## config.mk

```make
export PLATFORM = sky130hd
export DESIGN_NAME = axi_bram_ctrl
export DESIGN_NICKNAME = d
export VERILOG_FILES = /design/src/source/mem_pkg.sv /design/src/source/axi_bram_ctrl.sv
export VERILOG_INCLUDE_DIRS = /design/src /design/src/include
export SDC_FILE = /design/constraint.sdc
export NUM_CORES = 1
export LEC_CHECK = 0
export ABC_AREA = 0
export BUFFER_PORTS_ARGS = -buffer_cell sky130_fd_sc_hd__clkbuf_2
export CAP_MARGIN = 20
export CORE_UTILIZATION = 35
export DETAILED_ROUTE_END_ITERATION = 8
export SETUP_SLACK_MARGIN = 0.02
export SYNTH_ARGS = -nofsm -noshare
export SYNTH_HDL_FRONTEND = slang
export SYNTH_SLANG_ARGS = --single-unit
```

## constraint.sdc

```tcl
create_clock -name clk -period 4 [get_ports clk]
set_input_delay 0 -clock clk [delete_from_list [all_inputs] [get_ports clk]]
set_output_delay 0 -clock clk [all_outputs]
set_load 0.02 [all_outputs]
```

## src/include/mem_defs.svh

```systemverilog
`ifndef MEM_DEFS_SVH
`define MEM_DEFS_SVH

// byte address seen on each AXI port
`define MEM_ADDR_W 16

// data path
`define MEM_DATA_W 32
`define MEM_STRB_W 4

// word address into the shared RAM, 16K words
`define MEM_WORD_W 14

`endif

```

## src/source/mem_pkg.sv

```systemverilog
`default_nettype none

`include "mem_defs.svh"

package mem_pkg;

	typedef enum logic [1:0] {
		OKAY   = 2'b00,
		SLVERR = 2'b10
	} axi_resp_e;

	typedef enum logic [2:0] {
		IDLE,
		WRITE,
		WRITE_RESP,
		READ_ADDR,
		READ_DATA,
		READ_RESP
	} ctrl_state_e;

	// write address channel
	typedef struct packed {
		logic [`MEM_ADDR_W-1:0] awaddr;
		logic [2:0]             awprot;
	} axi_aw_t;

	// write data channel
	typedef struct packed {
		logic [`MEM_DATA_W-1:0] wdata;
		logic [`MEM_STRB_W-1:0] wstrb;
	} axi_w_t;

	// write response channel
	typedef struct packed {
		axi_resp_e bresp;
	} axi_b_t;

	// read address channel
	typedef struct packed {
		logic [`MEM_ADDR_W-1:0] araddr;
		logic [2:0]             arprot;
	} axi_ar_t;

	// read data channel
	typedef struct packed {
		logic [`MEM_DATA_W-1:0] rdata;
		axi_resp_e              rresp;
	} axi_r_t;

	// one RAM port, driven by a controller
	typedef struct packed {
		logic                   en;
		logic [`MEM_STRB_W-1:0] we;
		logic [`MEM_WORD_W-1:0] addr;
		logic [`MEM_DATA_W-1:0] wrdata;
	} bram_req_t;

endpackage

`default_nettype wire

```

## src/source/axi_bram_ctrl.sv

```systemverilog
`timescale 1ns/10ps
`default_nettype none

`include "mem_defs.svh"

module axi_bram_ctrl (
	input  logic                   clk,
	input  logic                   arst_n,

	input  mem_pkg::axi_aw_t       aw,
	input  logic                   awvalid,
	output logic                   awready,

	input  mem_pkg::axi_w_t        w,
	input  logic                   wvalid,
	output logic                   wready,

	output mem_pkg::axi_b_t        b,
	output logic                   bvalid,
	input  logic                   bready,

	input  mem_pkg::axi_ar_t       ar,
	input  logic                   arvalid,
	output logic                   arready,

	output mem_pkg::axi_r_t        r,
	output logic                   rvalid,
	input  logic                   rready,

	output mem_pkg::bram_req_t     bram,
	input  logic [`MEM_DATA_W-1:0] rddata
);

	mem_pkg::ctrl_state_e state;

	// early AW or W kept until its partner shows up
	logic             aw_held;
	logic             w_held;
	mem_pkg::axi_aw_t aw_q;
	mem_pkg::axi_w_t  w_q;

	mem_pkg::axi_aw_t aw_cur;
	mem_pkg::axi_w_t  w_cur;
	logic             idle;
	logic             wr_go;
	logic             rd_go;

	// request latched at the start of a transaction
	logic [`MEM_WORD_W-1:0] addr_q;
	logic [`MEM_DATA_W-1:0] wdata_q;
	logic [`MEM_STRB_W-1:0] wstrb_q;
	logic                   err_q;

	assign idle   = (state == mem_pkg::IDLE);
	assign aw_cur = aw_held ? aw_q : aw;
	assign w_cur  = w_held ? w_q : w;

	assign awready = idle && !aw_held;
	assign wready  = idle && !w_held;
	// write wins over a read in the same cycle
	assign wr_go   = idle && (aw_held || awvalid) && (w_held || wvalid);
	assign arready = idle && !wr_go;
	assign rd_go   = arvalid && arready;

	always_ff @(posedge clk or negedge arst_n) begin
		if (!arst_n) begin
			state   <= mem_pkg::IDLE;
			aw_held <= 1'b0;
			w_held  <= 1'b0;
			bvalid  <= 1'b0;
			rvalid  <= 1'b0;
		end else begin
			unique case (state)
				mem_pkg::IDLE: begin
					if (wr_go) begin
						state   <= mem_pkg::WRITE;
						aw_held <= 1'b0;
						w_held  <= 1'b0;
					end else begin
						if (awvalid && awready)
							aw_held <= 1'b1;
						if (wvalid && wready)
							w_held <= 1'b1;
						if (rd_go)
							state <= mem_pkg::READ_ADDR;
					end
				end
				mem_pkg::WRITE: begin
					state <= mem_pkg::WRITE_RESP;
				end
				mem_pkg::WRITE_RESP: begin
					if (!bvalid) begin
						bvalid <= 1'b1;
					end else if (bready) begin
						bvalid <= 1'b0;
						state  <= mem_pkg::IDLE;
					end
				end
				mem_pkg::READ_ADDR: begin
					state <= mem_pkg::READ_DATA;
				end
				mem_pkg::READ_DATA: begin
					state <= mem_pkg::READ_RESP;
				end
				mem_pkg::READ_RESP: begin
					if (!rvalid) begin
						rvalid <= 1'b1;
					end else if (rready) begin
						rvalid <= 1'b0;
						state  <= mem_pkg::IDLE;
					end
				end
				default: begin
					state <= mem_pkg::IDLE;
				end
			endcase
		end
	end

	always_ff @(posedge clk) begin
		if (awvalid && awready)
			aw_q <= aw;
		if (wvalid && wready)
			w_q <= w;
		if (wr_go) begin
			addr_q  <= aw_cur.awaddr[`MEM_ADDR_W-1:2];
			err_q   <= |aw_cur.awaddr[1:0];
			wdata_q <= w_cur.wdata;
			wstrb_q <= w_cur.wstrb;
		end else if (rd_go) begin
			addr_q <= ar.araddr[`MEM_ADDR_W-1:2];
			err_q  <= |ar.araddr[1:0];
		end
		// RAM output is valid the cycle after en
		if (state == mem_pkg::READ_DATA) begin
			r.rdata <= err_q ? '0 : rddata;
			r.rresp <= err_q ? mem_pkg::SLVERR : mem_pkg::OKAY;
		end
	end

	assign b.bresp = err_q ? mem_pkg::SLVERR : mem_pkg::OKAY;

	// unaligned requests never reach the RAM
	assign bram.en     = ((state == mem_pkg::WRITE) || (state == mem_pkg::READ_ADDR)) && !err_q;
	assign bram.we     = ((state == mem_pkg::WRITE) && !err_q) ? wstrb_q : '0;
	assign bram.addr   = addr_q;
	assign bram.wrdata = wdata_q;

	assert property (@(posedge clk) disable iff (!arst_n)
		bvalid && !bready |=> bvalid);

	assert property (@(posedge clk) disable iff (!arst_n)
		rvalid && !rready |=> rvalid && $stable(r));

	// no new request accepted while a response is still pending
	assert property (@(posedge clk) disable iff (!arst_n)
		(bvalid || rvalid) |-> !arready && !awready && !wready);

endmodule

`default_nettype wire

```

Word-level counts from Yosys, hierarchy flattened. Index checks and enable logic that the tools add are counted. Widths: inputs -> output; s select.

Bits in writable memories: 0. Register bits after elaboration: 147. Output and inout bits: 92. Bits in read-only memories: 0. Bits in latches: 0. Memories kept: 0. Logic and storage cells: 74.

Eq/ne operators: 10. Reduce and logical (&&, ||, !) cells: 26. Add/subtract/negate cells: 0. $lt $le $gt $ge: 0. Multipliers: 0. Bitwise operators: 0. Div/mod/pow operators: 0. Mux-type cells: 23. Shift operators: 0.

Operators by type and width (count): $mux 36 (1); $mux 14 (2); $mux 19 (1); $mux 3 (6); $pmux 3 s6 (1); $logic_and 1x1->1 (10); $mux 1 (10); $ne 2x2->1 const B (4); $eq 3x2->1 const B (2); $eq 3x3->1 const B (2); $reduce_bool 2->1 (3); $reduce_and 5->1 (1); $logic_not 1->1 (4); $mux 4 (1); $reduce_and 2->1 (2); $reduce_or 2->1 (2); $eq 3x1->1 const B (1); $logic_not 3->1 (1); $logic_or 1x1->1 (3); $ne 3x1->1 const B (1); $mux 2 (1).

Longest topological paths before layout.
Depth after elaboration: 9. Mapped depth: 6. Depth with buffers taken out: 4.

Least setup slack after synthesis. No wires, ideal clock.

Path type: register to register. Start: register state[2]. End: register w_q[0] in the netlist's numbering, enable pin. Data arrival time: 2.284 ns. Stages on the path, launching flop included: 6. Path slack: 1.319 ns. Period minus slack after synthesis: 2.681 ns. Path through: dfrtp_1 -> buf_6 -> or3_1 -> buf_2 -> nor2_1 -> and2_1.

Word-level cells in the longest chain between the ends: 3.

RTL lines: start, declared (RTL line axi_bram_ctrl.sv:34) `mem_pkg::ctrl_state_e state;`; start signal, assigned (RTL line axi_bram_ctrl.sv:67) `state <= mem_pkg::IDLE;`; start signal, assigned (RTL line axi_bram_ctrl.sv:76) `state <= mem_pkg::WRITE;`; start signal, assigned (RTL line axi_bram_ctrl.sv:85) `state <= mem_pkg::READ_ADDR;`; $logic_not 3->1 (RTL line axi_bram_ctrl.sv:54) `assign idle = (state == mem_pkg::IDLE);`; $logic_and 1x1->1 (RTL line axi_bram_ctrl.sv:59) `assign wready = idle && !w_held;`; net wready (RTL line axi_bram_ctrl.sv:16) `output logic wready,`; $logic_and 1x1->1 (RTL line axi_bram_ctrl.sv:123) `if (wvalid && wready)`; end signal, assigned (RTL line axi_bram_ctrl.sv:124) `w_q <= w;`; end, declared (RTL line axi_bram_ctrl.sv:40) `mem_pkg::axi_w_t w_q;`.

The timed path passes the listed nets, and every way through them passes these cells. A chain may end at the register's enable or synchronous reset.

Worst setup path after layout.
Start: register w_held. End: output port arready.

Word-level cells in the longest chain between the ends: 4.

RTL lines: start, declared (RTL line axi_bram_ctrl.sv:38) `logic w_held;`; start signal, assigned (RTL line axi_bram_ctrl.sv:69) `w_held <= 1'b0;`; start signal, assigned (RTL line axi_bram_ctrl.sv:78) `w_held <= 1'b0;`; start signal, assigned (RTL line axi_bram_ctrl.sv:83) `w_held <= 1'b1;`; $logic_or 1x1->1 (RTL line axi_bram_ctrl.sv:61) `assign wr_go = idle && (aw_held || awvalid) && (w_held || wvalid);`; $logic_and 1x1->1 (RTL line axi_bram_ctrl.sv:61); net wr_go (RTL line axi_bram_ctrl.sv:45) `logic wr_go;`; $logic_not 1->1 (RTL line axi_bram_ctrl.sv:62) `assign arready = idle && !wr_go;`; $logic_and 1x1->1 (RTL line axi_bram_ctrl.sv:62); end, declared (RTL line axi_bram_ctrl.sv:24) `output logic arready,`.

The timed path passes the listed nets, and every way through them passes these cells.

==> run_results.csv <==
group,metric,value,unit
critical_path,crit_path_end_kind,"output port",
logic_synthesis,avgSynthCellArea,17.21,um^2
place,dp_cells,714,
place,gp_congestion,0.7571,
logic_synthesis,syn_inst,321,
global_route,antenna_found_initial,0,
clock_network,post_cts_buffers,0,
layout,fin_util,54.63,%
clock_network,htreeDepth,4,
layout,layout_commonest_cell,"clkbuf_2",
sta,tightest_slew,1011,ps
global_route,grt.met3_usage,6.658,%
sta,max_slew_margin,32.60,%
global_route,grt-ovfl-total,0,
critical_path,worstSetupStartpointType,"flip-flop",
sta,rsz0062_at_grt,"no",
floorplan,die_area,0.01629,mm^2
route,dr_total_vias,3831,
run,cap_violations,0,
global_route,grt_pass1_wl,20130,um
layout,area_delta_synth_final,51.46,%
clock_network,root_buffer,"clkbuf_16",
route,first_iter_violations,145,
sta,timing.final.crit_share,75.06,%
sta,drv_slew,0,
floorplan,die_w,127.6,um
global_route,grt_util_met2,29.64,%
logic_synthesis,ys_types,28,
route,drcViolationCount,0,
logic_synthesis,netlist_area,0.005524,mm^2
layout,layout-drive-gt1-share,41.77,%
sta,finClkSkew,7.768,ps
status,outcome,"finished, final reports clean",
logic_synthesis,ys_ff_latch,143,
clock_network,cts-buffers-inserted,17,
global_route,grtUsageMet1,17.50,%
floorplan,rows,45,
layout,mostFrequentLayoutCells,"clkbuf_2, edfxtp_1, dlygate4sd3_1, mux2_2, nor2b_1",
floorplan,core,0.01531,mm^2
floorplan,die_y,127.6,um
clock_network,cts_tree,"yes",
global_route,grt.total_usage,16.59,%
clock_network,clkSinkCount,143,
sta,setup_violations,0,
critical_path,crit_required,4000,ps
power,total_leakage_power,3.339,nW
critical_path,reg2reg_depth,5,
critical_path,worstSetupPathType,"reg -> out",
critical_path,worstPathMaxFanout,38,
sta,maxClockFrequency,0.3331,GHz
layout,antenna_cells,0,
global_route,top_usage_layer,"met2",
layout,fin_nets,745,
place,placed_cell_area,0.006696,mm^2
place,pre_cts_slack,1219,ps
route,vias_per_cell,4.481,
place,hpwl,7776,um
power,power,5.432,mW
sta,setup_tns,0,ps
logic_synthesis,async_reset_ff_share,4.895,%
global_route,grt_pass1_vias,4050,
logic_synthesis,synthTopCellsByArea,"edfxtp_1, mux2_2, nor2b_1",
floorplan,initial_core_util,36.07,%
power,powerDensity,649.2,mW/mm^2
clock_network,path_clk_slew,60,ps
hold_path,whs_path_depth,2,
logic_synthesis,ys.flop_type,"edfxtp_1",
sta,period_needed,3002,ps
clock_network,cts_resized,0,
clock_network,clockBufferDepth,2,
layout,fin_area,0.008367,mm^2
power,ir_drop,282.3,uV
logic_synthesis,seq_area_frac_synth,77.10,%
route,routedWlPerCell,15.48,um
route,ant_nets,0,
logic_synthesis,synth-edff-count,136,
place,portBuffers,196,
logic_synthesis,synth_area_leader_cell,"edfxtp_1",
clock_network,hold_buffers,109,
sta,setup_ws,997.8,ps
critical_path,arrival,3000,ps
floorplan,ioPinCount,205,
clock_network,clkLatencyLatePin,410,ps
route,wirelength,13230,um
sta,fin_hold_ws,316.3,ps
layout,fin_cells,855,
global_route,grt_max_degree,40,
logic_synthesis,synth_top_area_share,73.93,%
route,drt-pass1-iter-count,4,
logic_synthesis,yosys_warnings,0,
sta,finalHoldViolations,0,
hold_path,hold_class,"in -> reg",
## layout make-up
cell class | count | area (um^2)
Multi-Input combinational cell | 158 | 1154
Fill cell | 1273 | 6948
Inverter | 2 | 7.507
Clock buffer | 18 | 429.2
Tap cell | 211 | 264.0
Sequential cell | 143 | 4260
Clock inverter | 13 | 122.6
Timing Repair Buffer | 310 | 2130
## where the power goes
part	internal (mW)	total (mW)	switching (mW)	leakage (nW)
Clock	0.903	1.49	0.585	0.266
Combinational	0.598	1.63	1.03	1.73
Sequential	2.18	2.32	0.131	1.34
Total	3.69	5.43	1.75	3.34
## Yosys cell counts (2+ instances only)
cell	n
buf_2	5
dfrtp_1	7
o21ai_1	9
buf_6	3
buf_4	3
inv_1	2
buf_1	3
mux2i_1	15
nor2_1	15
o22ai_1	2
o21ai_0	20
edfxtp_1	136
and2_1	6
mux2_2	37
nand2b_1	4
clkbuf_1	5
nor3_1	2
nor2b_1	32
a21oi_1	2
nand2_1	5
## worst max-delay path, stage by stage (launching register included)
cell	delay, ps
dfrtp_2	400
o22ai_1	760
or2_1	610
clkinv_1	140
buf_4	330
nor2_1	150
clkbuf_2	180
## sequential cells by signal, summed over array words and instances, names as in the netlist, 3 cells and up
register,flops
addr_q,14
r,33
w_q,36
wdata_q,32
aw_q,16
wstrb_q,4
state,3
## worst paths after layout
| kind | startpoint | end | slack [ps] |
|---|---|---|---|
| setup / recovery | w_held$_DFFE_PN0P_ | arready | 1000 |
| hold / removal | w[12] | w_q[12]$_DFFE_PP_ | 320 |
| setup reg to reg | w_held$_DFFE_PN0P_ | state[1]$_DFFE_PN0P_ | 1230 |
| hold reg to reg | rvalid$_DFFE_PN0N_ | rvalid$_DFFE_PN0N_ | 540 |
| max in group asynchronous | arst_n | w_held$_DFFE_PN0P_ | 3130 |
| min in group asynchronous | arst_n | aw_held$_DFFE_PN0P_ | 580 |
## per-layer routing
metal / up-vias / routed length [um]
li1: 1822 / -
met1: 1839 / 5224
met2: 154 / 6750
met3: 16 / 1036
met4: 0 / 221
met5: - / 0
## cell families (layout without fill, tap and decap cells)
kind of cell / Yosys count / after routing / share of synthesized area (%)
multiplexers: 52 / 52 / 10.26
AO/OA/AOI/OAI: 37 / 37 / 3.783
flip-flops: 143 / 143 / 77.10
buffers and inverters: 21 / 343 / 2.152
AND/OR/NAND/NOR: 67 / 67 / 6.637
other: 1 / 2 / 0.06789
Power figures use the tool's default switching activity.
